[src/hw/csr_map_pkg.sv]
package csr_map_pkg;

    typedef logic [11:0] csr_addr_t;

    // ====================
    // Machine-mode CSR addresses
    // ====================
    localparam csr_addr_t CSR_MSTATUS   = 12'h300;
    localparam csr_addr_t CSR_MISA      = 12'h301;
    localparam csr_addr_t CSR_MIE       = 12'h304;
    localparam csr_addr_t CSR_MTVEC     = 12'h305;
    localparam csr_addr_t CSR_MSCRATCH  = 12'h340;
    localparam csr_addr_t CSR_MEPC      = 12'h341;
    localparam csr_addr_t CSR_MCAUSE    = 12'h342;
    localparam csr_addr_t CSR_MTVAL     = 12'h343;
    localparam csr_addr_t CSR_MINSTRET  = 12'hB02;
    localparam csr_addr_t CSR_MINSTRETH = 12'hB82;
    localparam csr_addr_t CSR_MVENDORID = 12'hF11;
    localparam csr_addr_t CSR_MARCHID   = 12'hF12;
    localparam csr_addr_t CSR_MIMPID    = 12'hF13;
    localparam csr_addr_t CSR_MHARTID   = 12'hF14;

    // Same encoding as funct3[1:0] of the Zicsr instructions
    typedef enum logic [1:0] {
        CSR_OP_WRITE = 2'b01,
        CSR_OP_SET   = 2'b10,
        CSR_OP_CLEAR = 2'b11
    } csr_op_t;

    localparam int unsigned CAUSE_ILLEGAL_INST = 2;

    // MXL = 1 (32 bit) with only the I extension
    localparam logic [31:0] MISA_VALUE = 32'h4000_0100;

    // Address bits [11:10] == 2'b11 mark a read-only CSR
    function automatic logic csr_is_read_only(input csr_addr_t addr);
        return (addr[11:10] == 2'b11);
    endfunction

endpackage

[src/hw/csr_pipe_pkg.sv]
package csr_pipe_pkg;

    localparam int XLEN = 32;

    typedef logic [XLEN-1:0] csr_data_t;

    // One decoded CSR instruction on its way to the register file
    typedef struct packed {
        csr_map_pkg::csr_op_t   op;
        csr_map_pkg::csr_addr_t addr;
        // rs1 value or zero-extended uimm
        csr_data_t              operand;
        // Low for set/clear with rs1 index 0
        logic                   wren;
        // Bad funct3 seen in decode
        logic                   illegal;
        csr_data_t              pc;
    } csr_req_t;

endpackage

[src/hw/csr_inst_decoder.sv]
`timescale 1ns/10ps

module csr_inst_decoder (
    input  logic                   Clk,
    input  logic                   rst,
    input  logic                   in_valid,
    input  logic [2:0]             in_funct3,
    input  logic [4:0]             in_rs1_idx,
    input  csr_pipe_pkg::csr_data_t in_rs1_value,
    input  csr_map_pkg::csr_addr_t  in_csr_addr,
    input  csr_pipe_pkg::csr_data_t in_pc,
    input  logic                   req_ready,
    output logic                   in_ready,
    output logic                   req_valid,
    output csr_pipe_pkg::csr_req_t  req_data
);

    import csr_map_pkg::*;
    import csr_pipe_pkg::*;

    csr_req_t req_next;

    // Stage can take a new instruction if empty or draining this cycle
    assign in_ready = !req_valid || req_ready;

    always_comb begin
        req_next         = '0;
        req_next.addr    = in_csr_addr;
        req_next.pc      = in_pc;
        req_next.illegal = 1'b0;
        // Immediate forms carry uimm in the rs1 field
        req_next.operand = in_funct3[2] ? csr_data_t'(in_rs1_idx) : in_rs1_value;
        case (in_funct3[1:0])
            2'b01: begin
                req_next.op   = CSR_OP_WRITE;
                req_next.wren = 1'b1;
            end
            2'b10: begin
                req_next.op   = CSR_OP_SET;
                req_next.wren = (in_rs1_idx != 5'd0);
            end
            2'b11: begin
                req_next.op   = CSR_OP_CLEAR;
                req_next.wren = (in_rs1_idx != 5'd0);
            end
            default: begin
                // funct3 0 and 4 are not Zicsr
                req_next.op      = CSR_OP_WRITE;
                req_next.wren    = 1'b0;
                req_next.illegal = 1'b1;
            end
        endcase
    end

    always_ff @(posedge Clk) begin
        if (rst) begin
            req_valid <= 1'b0;
        end else if (in_ready) begin
            req_valid <= in_valid;
        end
    end

    always_ff @(posedge Clk) begin
        if (in_valid && in_ready) begin
            req_data <= req_next;
        end
    end

endmodule

[src/hw/csr_reg_file.sv]
`timescale 1ns/10ps

module csr_reg_file #(
    parameter csr_pipe_pkg::csr_data_t HART_ID = '0
) (
    input  logic                    Clk,
    input  logic                    rst,
    input  logic                    exe_valid,
    input  csr_pipe_pkg::csr_req_t  exe_data,
    input  logic                    out_ready,
    output logic                    exe_ready,
    output logic                    out_valid,
    output csr_pipe_pkg::csr_data_t out_rdata,
    output logic                    out_trap,
    output csr_pipe_pkg::csr_data_t mepc
);

    import csr_map_pkg::*;
    import csr_pipe_pkg::*;

    csr_data_t   mstatus;
    csr_data_t   mie;
    csr_data_t   mtvec;
    csr_data_t   mscratch;
    csr_data_t   mcause;
    csr_data_t   mtval;
    logic [63:0] instret;

    csr_data_t old_value;
    csr_data_t new_value;
    logic      addr_known;
    logic      trap;
    logic      fire;

    // Accept when the response slot is free or being drained
    assign exe_ready = !out_valid || out_ready;
    assign fire      = exe_valid && exe_ready;

    // ====================
    // Read side
    // ====================
    always_comb begin
        addr_known = 1'b1;
        old_value  = '0;
        case (exe_data.addr)
            CSR_MSTATUS:   old_value = mstatus;
            CSR_MISA:      old_value = MISA_VALUE;
            CSR_MIE:       old_value = mie;
            CSR_MTVEC:     old_value = mtvec;
            CSR_MSCRATCH:  old_value = mscratch;
            CSR_MEPC:      old_value = mepc;
            CSR_MCAUSE:    old_value = mcause;
            CSR_MTVAL:     old_value = mtval;
            CSR_MINSTRET:  old_value = instret[31:0];
            CSR_MINSTRETH: old_value = instret[63:32];
            CSR_MHARTID:   old_value = HART_ID;
            CSR_MVENDORID,
            CSR_MARCHID,
            CSR_MIMPID:    old_value = '0;
            default:       addr_known = 1'b0;
        endcase
    end

    always_comb begin
        case (exe_data.op)
            CSR_OP_SET:   new_value = old_value | exe_data.operand;
            CSR_OP_CLEAR: new_value = old_value & ~exe_data.operand;
            default:      new_value = exe_data.operand;
        endcase
    end

    assign trap = exe_data.illegal || !addr_known
               || (exe_data.wren && csr_is_read_only(exe_data.addr));

    // ====================
    // Update side
    // ====================
    always_ff @(posedge Clk) begin
        if (rst) begin
            out_valid <= 1'b0;
            mstatus   <= '0;
            mie       <= '0;
            mtvec     <= '0;
            mscratch  <= '0;
            mepc      <= '0;
            mcause    <= '0;
            mtval     <= '0;
            instret   <= '0;
        end else begin
            if (exe_ready) begin
                out_valid <= exe_valid;
            end
            if (fire && trap) begin
                mcause <= csr_data_t'(CAUSE_ILLEGAL_INST);
                mepc   <= exe_data.pc;
                mtval  <= csr_data_t'(exe_data.addr);
            end else if (fire) begin
                instret <= instret + 64'd1;
                if (exe_data.wren) begin
                    case (exe_data.addr)
                        CSR_MSTATUS:   mstatus  <= new_value;
                        CSR_MIE:       mie      <= new_value;
                        CSR_MTVEC:     mtvec    <= new_value;
                        CSR_MSCRATCH:  mscratch <= new_value;
                        CSR_MEPC:      mepc     <= new_value;
                        CSR_MCAUSE:    mcause   <= new_value;
                        CSR_MTVAL:     mtval    <= new_value;
                        // Written half stands and skips the increment
                        CSR_MINSTRET:  instret  <= {instret[63:32], new_value};
                        CSR_MINSTRETH: instret  <= {new_value, instret[31:0]};
                        // Writes to misa are dropped
                        default: ;
                    endcase
                end
            end
        end
    end

    // Response payload
    always_ff @(posedge Clk) begin
        if (fire) begin
            out_rdata <= trap ? '0 : old_value;
            out_trap  <= trap;
        end
    end

endmodule

[src/hw/csr_req_fifo.sv]
`timescale 1ns/10ps

module csr_req_fifo #(
    parameter type T     = logic [7:0],
    parameter int  DEPTH = 4
) (
    input  logic Clk,
    input  logic rst,
    input  logic wr_valid,
    input  T     wr_data,
    input  logic rd_ready,
    output logic wr_ready,
    output logic rd_valid,
    output T     rd_data
);

    localparam int AW = (DEPTH > 1) ? $clog2(DEPTH) : 1;
    localparam int CW = $clog2(DEPTH + 1);
    localparam logic [AW-1:0] LAST_IDX = AW'(DEPTH - 1);

    T              mem [DEPTH];
    logic [AW-1:0] wr_ptr;
    logic [AW-1:0] rd_ptr;
    logic [CW-1:0] count;
    logic          wr_fire;
    logic          rd_fire;

    assign wr_ready = (count != CW'(DEPTH));
    assign rd_valid = (count != '0);
    assign rd_data  = mem[rd_ptr];
    assign wr_fire  = wr_valid && wr_ready;
    assign rd_fire  = rd_valid && rd_ready;

    // Pointers and occupancy
    always_ff @(posedge Clk) begin
        if (rst) begin
            wr_ptr <= '0;
            rd_ptr <= '0;
            count  <= '0;
        end else begin
            if (wr_fire) begin
                wr_ptr <= (wr_ptr == LAST_IDX) ? '0 : wr_ptr + 1'b1;
            end
            if (rd_fire) begin
                rd_ptr <= (rd_ptr == LAST_IDX) ? '0 : rd_ptr + 1'b1;
            end
            case ({wr_fire, rd_fire})
                2'b10:   count <= count + 1'b1;
                2'b01:   count <= count - 1'b1;
                default: count <= count;
            endcase
        end
    end

    always_ff @(posedge Clk) begin
        if (wr_fire) begin
            mem[wr_ptr] <= wr_data;
        end
    end

endmodule

[src/hw/csr_unit_top.sv]
`timescale 1ns/10ps

module csr_unit_top #(
    parameter int unsigned             FIFO_DEPTH = 4,
    parameter csr_pipe_pkg::csr_data_t HART_ID    = '0
) (
    input  logic                    Clk,
    input  logic                    rst,
    // Instruction stream
    input  logic                    in_valid,
    input  logic [2:0]              in_funct3,
    input  logic [4:0]              in_rs1_idx,
    input  csr_pipe_pkg::csr_data_t in_rs1_value,
    input  csr_map_pkg::csr_addr_t  in_csr_addr,
    input  csr_pipe_pkg::csr_data_t in_pc,
    output logic                    in_ready,
    // Response stream
    output logic                    out_valid,
    output csr_pipe_pkg::csr_data_t out_rdata,
    output logic                    out_trap,
    input  logic                    out_ready,
    output csr_pipe_pkg::csr_data_t mepc
);

    import csr_pipe_pkg::*;

    logic     req_valid;
    logic     req_ready;
    csr_req_t req_data;
    logic     exe_valid;
    logic     exe_ready;
    csr_req_t exe_data;

    csr_inst_decoder u_decoder (
        .Clk          (Clk),
        .rst          (rst),
        .in_valid     (in_valid),
        .in_funct3    (in_funct3),
        .in_rs1_idx   (in_rs1_idx),
        .in_rs1_value (in_rs1_value),
        .in_csr_addr  (in_csr_addr),
        .in_pc        (in_pc),
        .req_ready    (req_ready),
        .in_ready     (in_ready),
        .req_valid    (req_valid),
        .req_data     (req_data)
    );

    // Absorbs bursts while the response side is stalled
    csr_req_fifo #(
        .T     (csr_req_t),
        .DEPTH (FIFO_DEPTH)
    ) u_fifo (
        .Clk      (Clk),
        .rst      (rst),
        .wr_valid (req_valid),
        .wr_data  (req_data),
        .rd_ready (exe_ready),
        .wr_ready (req_ready),
        .rd_valid (exe_valid),
        .rd_data  (exe_data)
    );

    csr_reg_file #(
        .HART_ID (HART_ID)
    ) u_regs (
        .Clk       (Clk),
        .rst       (rst),
        .exe_valid (exe_valid),
        .exe_data  (exe_data),
        .out_ready (out_ready),
        .exe_ready (exe_ready),
        .out_valid (out_valid),
        .out_rdata (out_rdata),
        .out_trap  (out_trap),
        .mepc      (mepc)
    );

endmodule

[config.mk]
export PLATFORM = sky130hd
export DESIGN_NAME = csr_unit_top
export DESIGN_NICKNAME = d
export VERILOG_FILES = /design/src/hw/csr_map_pkg.sv /design/src/hw/csr_pipe_pkg.sv /design/src/hw/csr_inst_decoder.sv /design/src/hw/csr_reg_file.sv /design/src/hw/csr_req_fifo.sv /design/src/hw/csr_unit_top.sv
export SDC_FILE = /design/constraint.sdc
export NUM_CORES = 1
export LEC_CHECK = 0
export BUFFER_PORTS_ARGS = -buffer_cell sky130_fd_sc_hd__buf_2
export CORE_MARGIN = 2
export CORE_UTILIZATION = 40
export CTS_CLUSTER_SIZE = 16
export DETAILED_ROUTE_END_ITERATION = 12
export MAX_ROUTING_LAYER = met4
export PLACE_DENSITY_LB_ADDON = 0.2
export SYNTH_ARGS = -nofsm -noshare
export SYNTH_HDL_FRONTEND = slang
export SYNTH_SLANG_ARGS = --single-unit
[constraint.sdc]
create_clock -name Clk -period 6.85 [get_ports Clk]
set_input_delay 0 -clock Clk [delete_from_list [all_inputs] [get_ports Clk]]
set_output_delay 0 -clock Clk [all_outputs]
set_load 0.02 [all_outputs]
**After elaboration in Yosys (flattened, before gate mapping)**

Memory sizes are Yosys's and may differ from the RTL's. A register that Yosys moved wholly into a read port is not among the register bits.
Cells that the tools add are included.

- Memory bits (writable): 320
- Memories: 1
- Bits in read-only memories: 0
- Input bits: 88
- Output and inout bits: 67
- Logic and storage cells: 125
- Latch bits: 0
- Flip-flop bits (word level): 410

- Shifts and indexed selects: 0
- Multiply operators: 0
- $lt $le $gt $ge: 0
- Add/subtract/negate cells: 5
- Mux-type cells: 28
- Eq/ne operators: 27
- Divide/modulo/power cells: 0
- Bitwise operators: 4
- Reductions and logical operators: 35

Memories:

| memory | words | bits a word | rd ports | clocked after Yosys merged registers in | wr ports | RTL line | source |
|---|---|---|---|---|---|---|---|
| u_fifo.mem | 4 | 80 | 1 | 1 | 1 | csr_req_fifo.sv:21 | `T mem [DEPTH];` |

Operators by type and width:

| operator | number |
|---|---|
| 32-bit one-hot mux with 10 select lines | 1 |
| 32-bit two-way mux | 4 |
| 64-bit one-hot mux with 2 select lines | 1 |
| 12-bit by 10-bit == test with 1-bit output (second input constant) | 8 |
| 12-bit == test (second input constant) | 6 |
| 64-bit by 1-bit adder with 64-bit output (second input constant) | 1 |
| 64-bit two-way mux | 1 |
| 32-bit one-hot mux with 2 select lines | 1 |
| 12-bit two-way mux | 4 |
| 32-bit AND | 1 |
| 32-bit NOT | 1 |
| 32-bit bitwise OR | 1 |
| 3-bit AND reduction | 7 |
| 2-bit == test (second input constant) | 8 |
| 2-bit two-way mux | 8 |
| 4-bit AND reduction | 4 |
| 14-bit OR reduction | 1 |
| 2-bit nonzero test | 6 |
| 3-bit one-hot mux with 2 select lines | 1 |
| 1-bit logical AND | 5 |
| 5-bit two-way mux | 1 |
| 5-bit nonzero test | 1 |
| 2-bit by 1-bit adder with 2-bit output (second input constant) | 2 |
| 2-bit by 1-bit == test with 1-bit output (second input constant) | 2 |
| other kinds (13) | 23 |

**Longest topological paths before layout**

- Depth after elaboration: 9
- Gate-level depth with buffers: 14
- Gate-level depth less buffers: 10

**Hierarchy**

From an unflattened synthesis, not the netlist that was laid out.

- Cell total of the unflattened synthesis: 2486
- Area, all modules: 31489.0 um^2

Modules (own cells, without submodules):

| module | instances | cells each | area an instance (um^2) |
|---|---|---|---|
| csr_reg_file | 1 | 1890 | 16746.1 |
| csr_req_fifo | 1 | 470 | 12009.0 |
| csr_inst_decoder | 1 | 126 | 2733.9 |

**Worst setup path before layout**

Ideal clock, no wire load.

- Path type: register to register
- From: reg u_decoder.req_valid
- To: reg, netlist name u_decoder.req_data[0]
- Cell stages (with the launch flop): 2
- Path slack: 1.579 ns
- Setup time: 0.566 ns
- Required time: 6.284 ns
- Arrival: 4.705 ns
- Period minus slack after synthesis: 5.271 ns
- Path through: dfxtp_1 -> a31oi_1

- Longest elaborated chain between the ends: 3

RTL lines:

| element | RTL line | source |
|---|---|---|
| from (decl) | csr_inst_decoder.sv:14 | `output logic req_valid,` |
| from (signal assigned) | csr_inst_decoder.sv:59 | `req_valid <= in_valid;` |
| 1-bit zero test | csr_inst_decoder.sv:24 | `assign in_ready = !req_valid \|\| req_ready;` |
| 1-bit logical OR | csr_inst_decoder.sv:24 |  |
| 1-bit logical AND | csr_inst_decoder.sv:64 | `if (in_valid && in_ready) begin` |

Every way passes these cells.
A chain may end at the register's enable or synchronous reset.

==> summary.md <==
| Metric | Value |
|---|---|
| Run status | `finished, violations left` |
| Failing checks | `capacitance limit` |
| Inst Count DP | `3839` |
| RSZ-0062 raised after global routing | `false` |
| Vias in the first global route | `24.4k` |
| TritonCTS sink count | `732` |
| Max FO, Critical Path | `25` |
| Max Slew Vio Count | `0` |
| Cells after synthesis | `2758` |
| Hold-fix buffers, CTS | `104` |
| Largest net degree at the start of global routing | `76` |
| Worst setup path class | `reg -> reg` |
| Req. time, crit path | `7310 ps` |
| Max cap viols | `1` |
| Drc violations | `0` |
| Final setup margin | `1290 ps` |
| Period utilization | `81.2%` |
| Overall die width | `288 um` |
| Crit path max-delay family | `simple AND/OR/NAND/NOR gates` |
| Synthesized flop and latch total | `732` |
| Pre-antenna DRT Iters | `6` |
| Post-synthesis sequential area ratio | `58.8%` |
| Setup Fix Bufs, Post-CTS | `0` |
| Vias per cell | `6.24` |
| Leak | `12.2 nW` |
| Rows | `104` |
| HPWL Detailed | `87400 um` |
| Area leader, netlist | `edfxtp_1` |
| Clock transition at path regs | `60 ps` |
| Synth unique cells | `101` |
| CTS max path bufs | `3` |
| Die H | `288 um` |
| Worst Tran Pin Value | `1470 ps` |
| Antenna viol nets, final | `0` |
| Slew margin rel. | `0.537%` |
| WL per Instance | `30.9 um` |
| Critical-path top delay cell | `nor3_1` |
| Post-synth top area share | `40.2%` |
| Area grow syn2layout | `18.1%` |
| Net count, final | `3061` |
| Fmax | `0.180 GHz` |
| Die area | `83100 um2` |
| Worst vdd ir | `0.271 mV` |
| Post-CTS sizing | `0` |
| Fin. Hold Viols | `0` |
| Placer congestion estimate | `1.05` |
| Layout cells sized above 1 | `18.1%` |
| Core area | `80300 um2` |
| WL final | `126000 um` |
| Avg Inst Size Synth | `11.7 um2` |
| First-pass GRT wire length | `180000 um` |
| Worst slack at placement | `1430 ps` |
| TritonCTS clock tree | `yes` |
| Final setup fails | `0` |
| Hold/Removal Path Class | `in -> reg` |
| Area contributors post-synth | `edfxtp_1 40%, dfxtp_1 19%, mux4_2 6.2%` |
| Post-Synthesis Cell Area | `32300 um2` |
| Min Tclk post-route | `5560 ps` |
| Worst-path cell chain | `mux4_4, or4b_1, nor3_1, o21ai_2, a31oi_4, inv_2, nand2_1, a311oi_1` |
| Total global routing overflow | `0` |
| Final std cells w/o fill | `4092` |
| Placed cell areas | `34300 um2` |
| Clock Latency Late Sink | `660 ps` |
| CTS root buf | `clkbuf_16` |
| Total CTS buffers | `80` |
| WP data arrival | `6030 ps` |
| Initial antenna violation count | `2` |
| Power Total | `14.3 mW` |
| Gr usage total | `31.1%` |
| Syn Nets | `2854` |
| Cell Pwr Density | `374 nW/um2` |
| Starting DRT DRC Count | `3405` |
| Vias | `25.6k` |
| Fin area | `38200 um2` |
| H-tree Lvls | `3` |
| I/O pins | `155` |
| Synthesis warning total | `0` |
| Post-synth EDFFs | `433` |
| I/O Buffers | `154` |
| Starting density of the core | `40.2%` |
| Crit. End Element | `register` |
| Slowest stage delay, CP | `940 ps` |
| Top FF cell, synth | `edfxtp_1` |
| Diodes inserted | `0` |
| Final setup TNS | `0 ps` |
| CP bufs+invs | `1` |
| Ys async rst share | `0%` |
| Max Clock Skew | `37.3 ps` |
| Worst setup SP type | `register` |
==> metal layers <==
| metal | GRT usage, % | vias up | share of wire (%) | wire length, um |
|---|---|---|---|---|
| met5 | - | - | 0 | 0 |
| met4 | 14.8 | 0 | 5.5 | 6890 |
| met3 | 5.31 | 297 | 8.1 | 10200 |
| met2 | 47.0 | 1375 | 45 | 57500 |
| met1 | 40.9 | 12800 | 41 | 51800 |
| li1 | - | 11100 | - | - |
==> Yosys cell counts, types with 7 or more instances <==
| library cell | instances |
|---|---|
| o211ai_1 | 39 |
| a211oi_2 | 9 |
| a221oi_1 | 14 |
| buf_1 | 19 |
| inv_1 | 27 |
| or4_1 | 17 |
| nor2b_1 | 31 |
| o21ai_0 | 121 |
| a211oi_1 | 69 |
| a41oi_1 | 9 |
| ha_1 | 7 |
| o22ai_1 | 9 |
| buf_2 | 45 |
| a22o_1 | 13 |
| xnor2_1 | 7 |
| o31ai_1 | 8 |
| xor2_1 | 10 |
| a21oi_1 | 179 |
| and4_1 | 22 |
| mux2_2 | 16 |
| nor4_1 | 40 |
| nor2_1 | 150 |
| dfxtp_1 | 299 |
| nand3_1 | 92 |
| edfxtp_1 | 433 |
| o2bb2ai_1 | 24 |
| a31oi_1 | 43 |
| mux2i_1 | 73 |
| mux4_2 | 89 |
| a22oi_1 | 20 |
| a311oi_1 | 18 |
| nor3_1 | 58 |
| nand4_1 | 53 |
| and2_1 | 24 |
| nand2_1 | 333 |
| or3_1 | 18 |
| and3_1 | 16 |
| clkbuf_1 | 144 |
==> stage by stage <==
step                hold slack [ps]  utilization [%]
floorplan                      98.9                -
global placement                177             42.7
detailed placement              178             42.7
CTS                            2.03             47.5
global route                   43.6             47.5
finish                         16.6             47.5
==> layout by cell type (no fill, tap or decap), types with 9 or more instances in the layout <==
cell type,netlist,layout
clkbuf_16,0,82
nor4_1,40,38
a311oi_1,18,18
inv_1,27,25
o2bb2ai_1,24,24
o21ai_0,121,121
nand3_1,92,92
xor2_1,10,10
a21oi_1,179,179
mux2i_1,73,73
nor2_1,150,150
o211ai_1,39,39
clkbuf_1,144,12
or3_1,18,18
a31oi_1,43,42
nor3_1,58,54
o22ai_1,9,9
and3_1,16,12
dlygate4sd3_1,0,104
buf_4,1,78
a221oi_1,14,14
nand4_1,53,53
a211oi_2,9,9
nor2b_1,31,31
edfxtp_1,433,433
a41oi_1,9,9
clkinv_2,0,10
nand2_1,333,332
or4_1,17,17
dfxtp_1,299,297
a22oi_1,20,20
mux4_2,89,88
mux2_2,16,16
a22o_1,13,13
and4_1,22,22
and2_1,24,24
a211oi_1,69,69
buf_2,45,153
==> final timing paths <==
| kind | start | to | slack [ps] | cells past startpoint |
|---|---|---|---|---|
| worst max-delay path | register | u_regs.mtval[0]$_SDFFE_PP0P_ | 1290 | 8 |
| worst min-delay path | in_funct3[2] | u_decoder.req_data[61]$_SDFFCE_PP0P_ | 20 | 2 |
| worst max register to register | register | u_regs.mtval[0]$_SDFFE_PP0P_ | 1290 | 8 |
| worst min register to register | u_regs.mscratch[2]$_SDFFE_PP0P_ | u_regs.mscratch[2]$_SDFFE_PP0P_ | 450 | 2 |
==> worst reg2reg max path, stage by stage (launching register included) <==
cell	delay, ps
dfxtp_4	710
mux4_4	940
or4b_1	930
nor3_1	940
o21ai_2	250
a31oi_4	350
inv_2	280
nand2_1	730
a311oi_1	230
==> kinds of logic (layout without fill, tap and decap cells) <==
kind of cell | Yosys count | in the layout | synth area share, %
compound gates | 672 | 672 | 14.3
xor+xnor | 17 | 17 | 0.461
fa+ha+maj | 8 | 8 | 0.333
buf+inv | 241 | 515 | 3.06
flops | 732 | 732 | 58.8
mux | 180 | 180 | 9.10
simple gates | 908 | 908 | 14.0
==> power breakdown <==
part / total (mW) / leakage (nW) / switching (mW) / internal, mW
clock network: 4.55 / 1.35 / 1.91 / 2.63
logic: 4.33 / 4.42 / 3.15 / 1.18
registers: 5.39 / 6.45 / 0.315 / 5.08
==> flip-flops by register name (all words and copies together) (netlist names), named ones only <==
register             flops
u_regs.mie              32
u_fifo.rd_ptr            2
u_regs.mepc             32
u_fifo.wr_ptr            2
u_regs.out_rdata        32
u_fifo.count             3
u_decoder.req_data      80
u_regs.mtval            32
u_decoder.req_valid      1
u_regs.mstatus          32
u_fifo.mem             320
u_regs.out_trap          1
u_regs.mscratch         32
u_regs.mcause           32
u_regs.mtvec            32
u_regs.instret          64
u_regs.out_valid         1
==> layout make-up <==
type / count / area, um2
fill: 7142 / 42100
sequential: 732 / 19000
clock inverter: 45 / 589
tap: 1060 / 1330
multi-input combinational: 1785 / 12500
inverter: 29 / 109
clock buffer: 104 / 2220
timing repair buffer: 337 / 2420
Note: power is estimated with default switching activity, not from simulation.
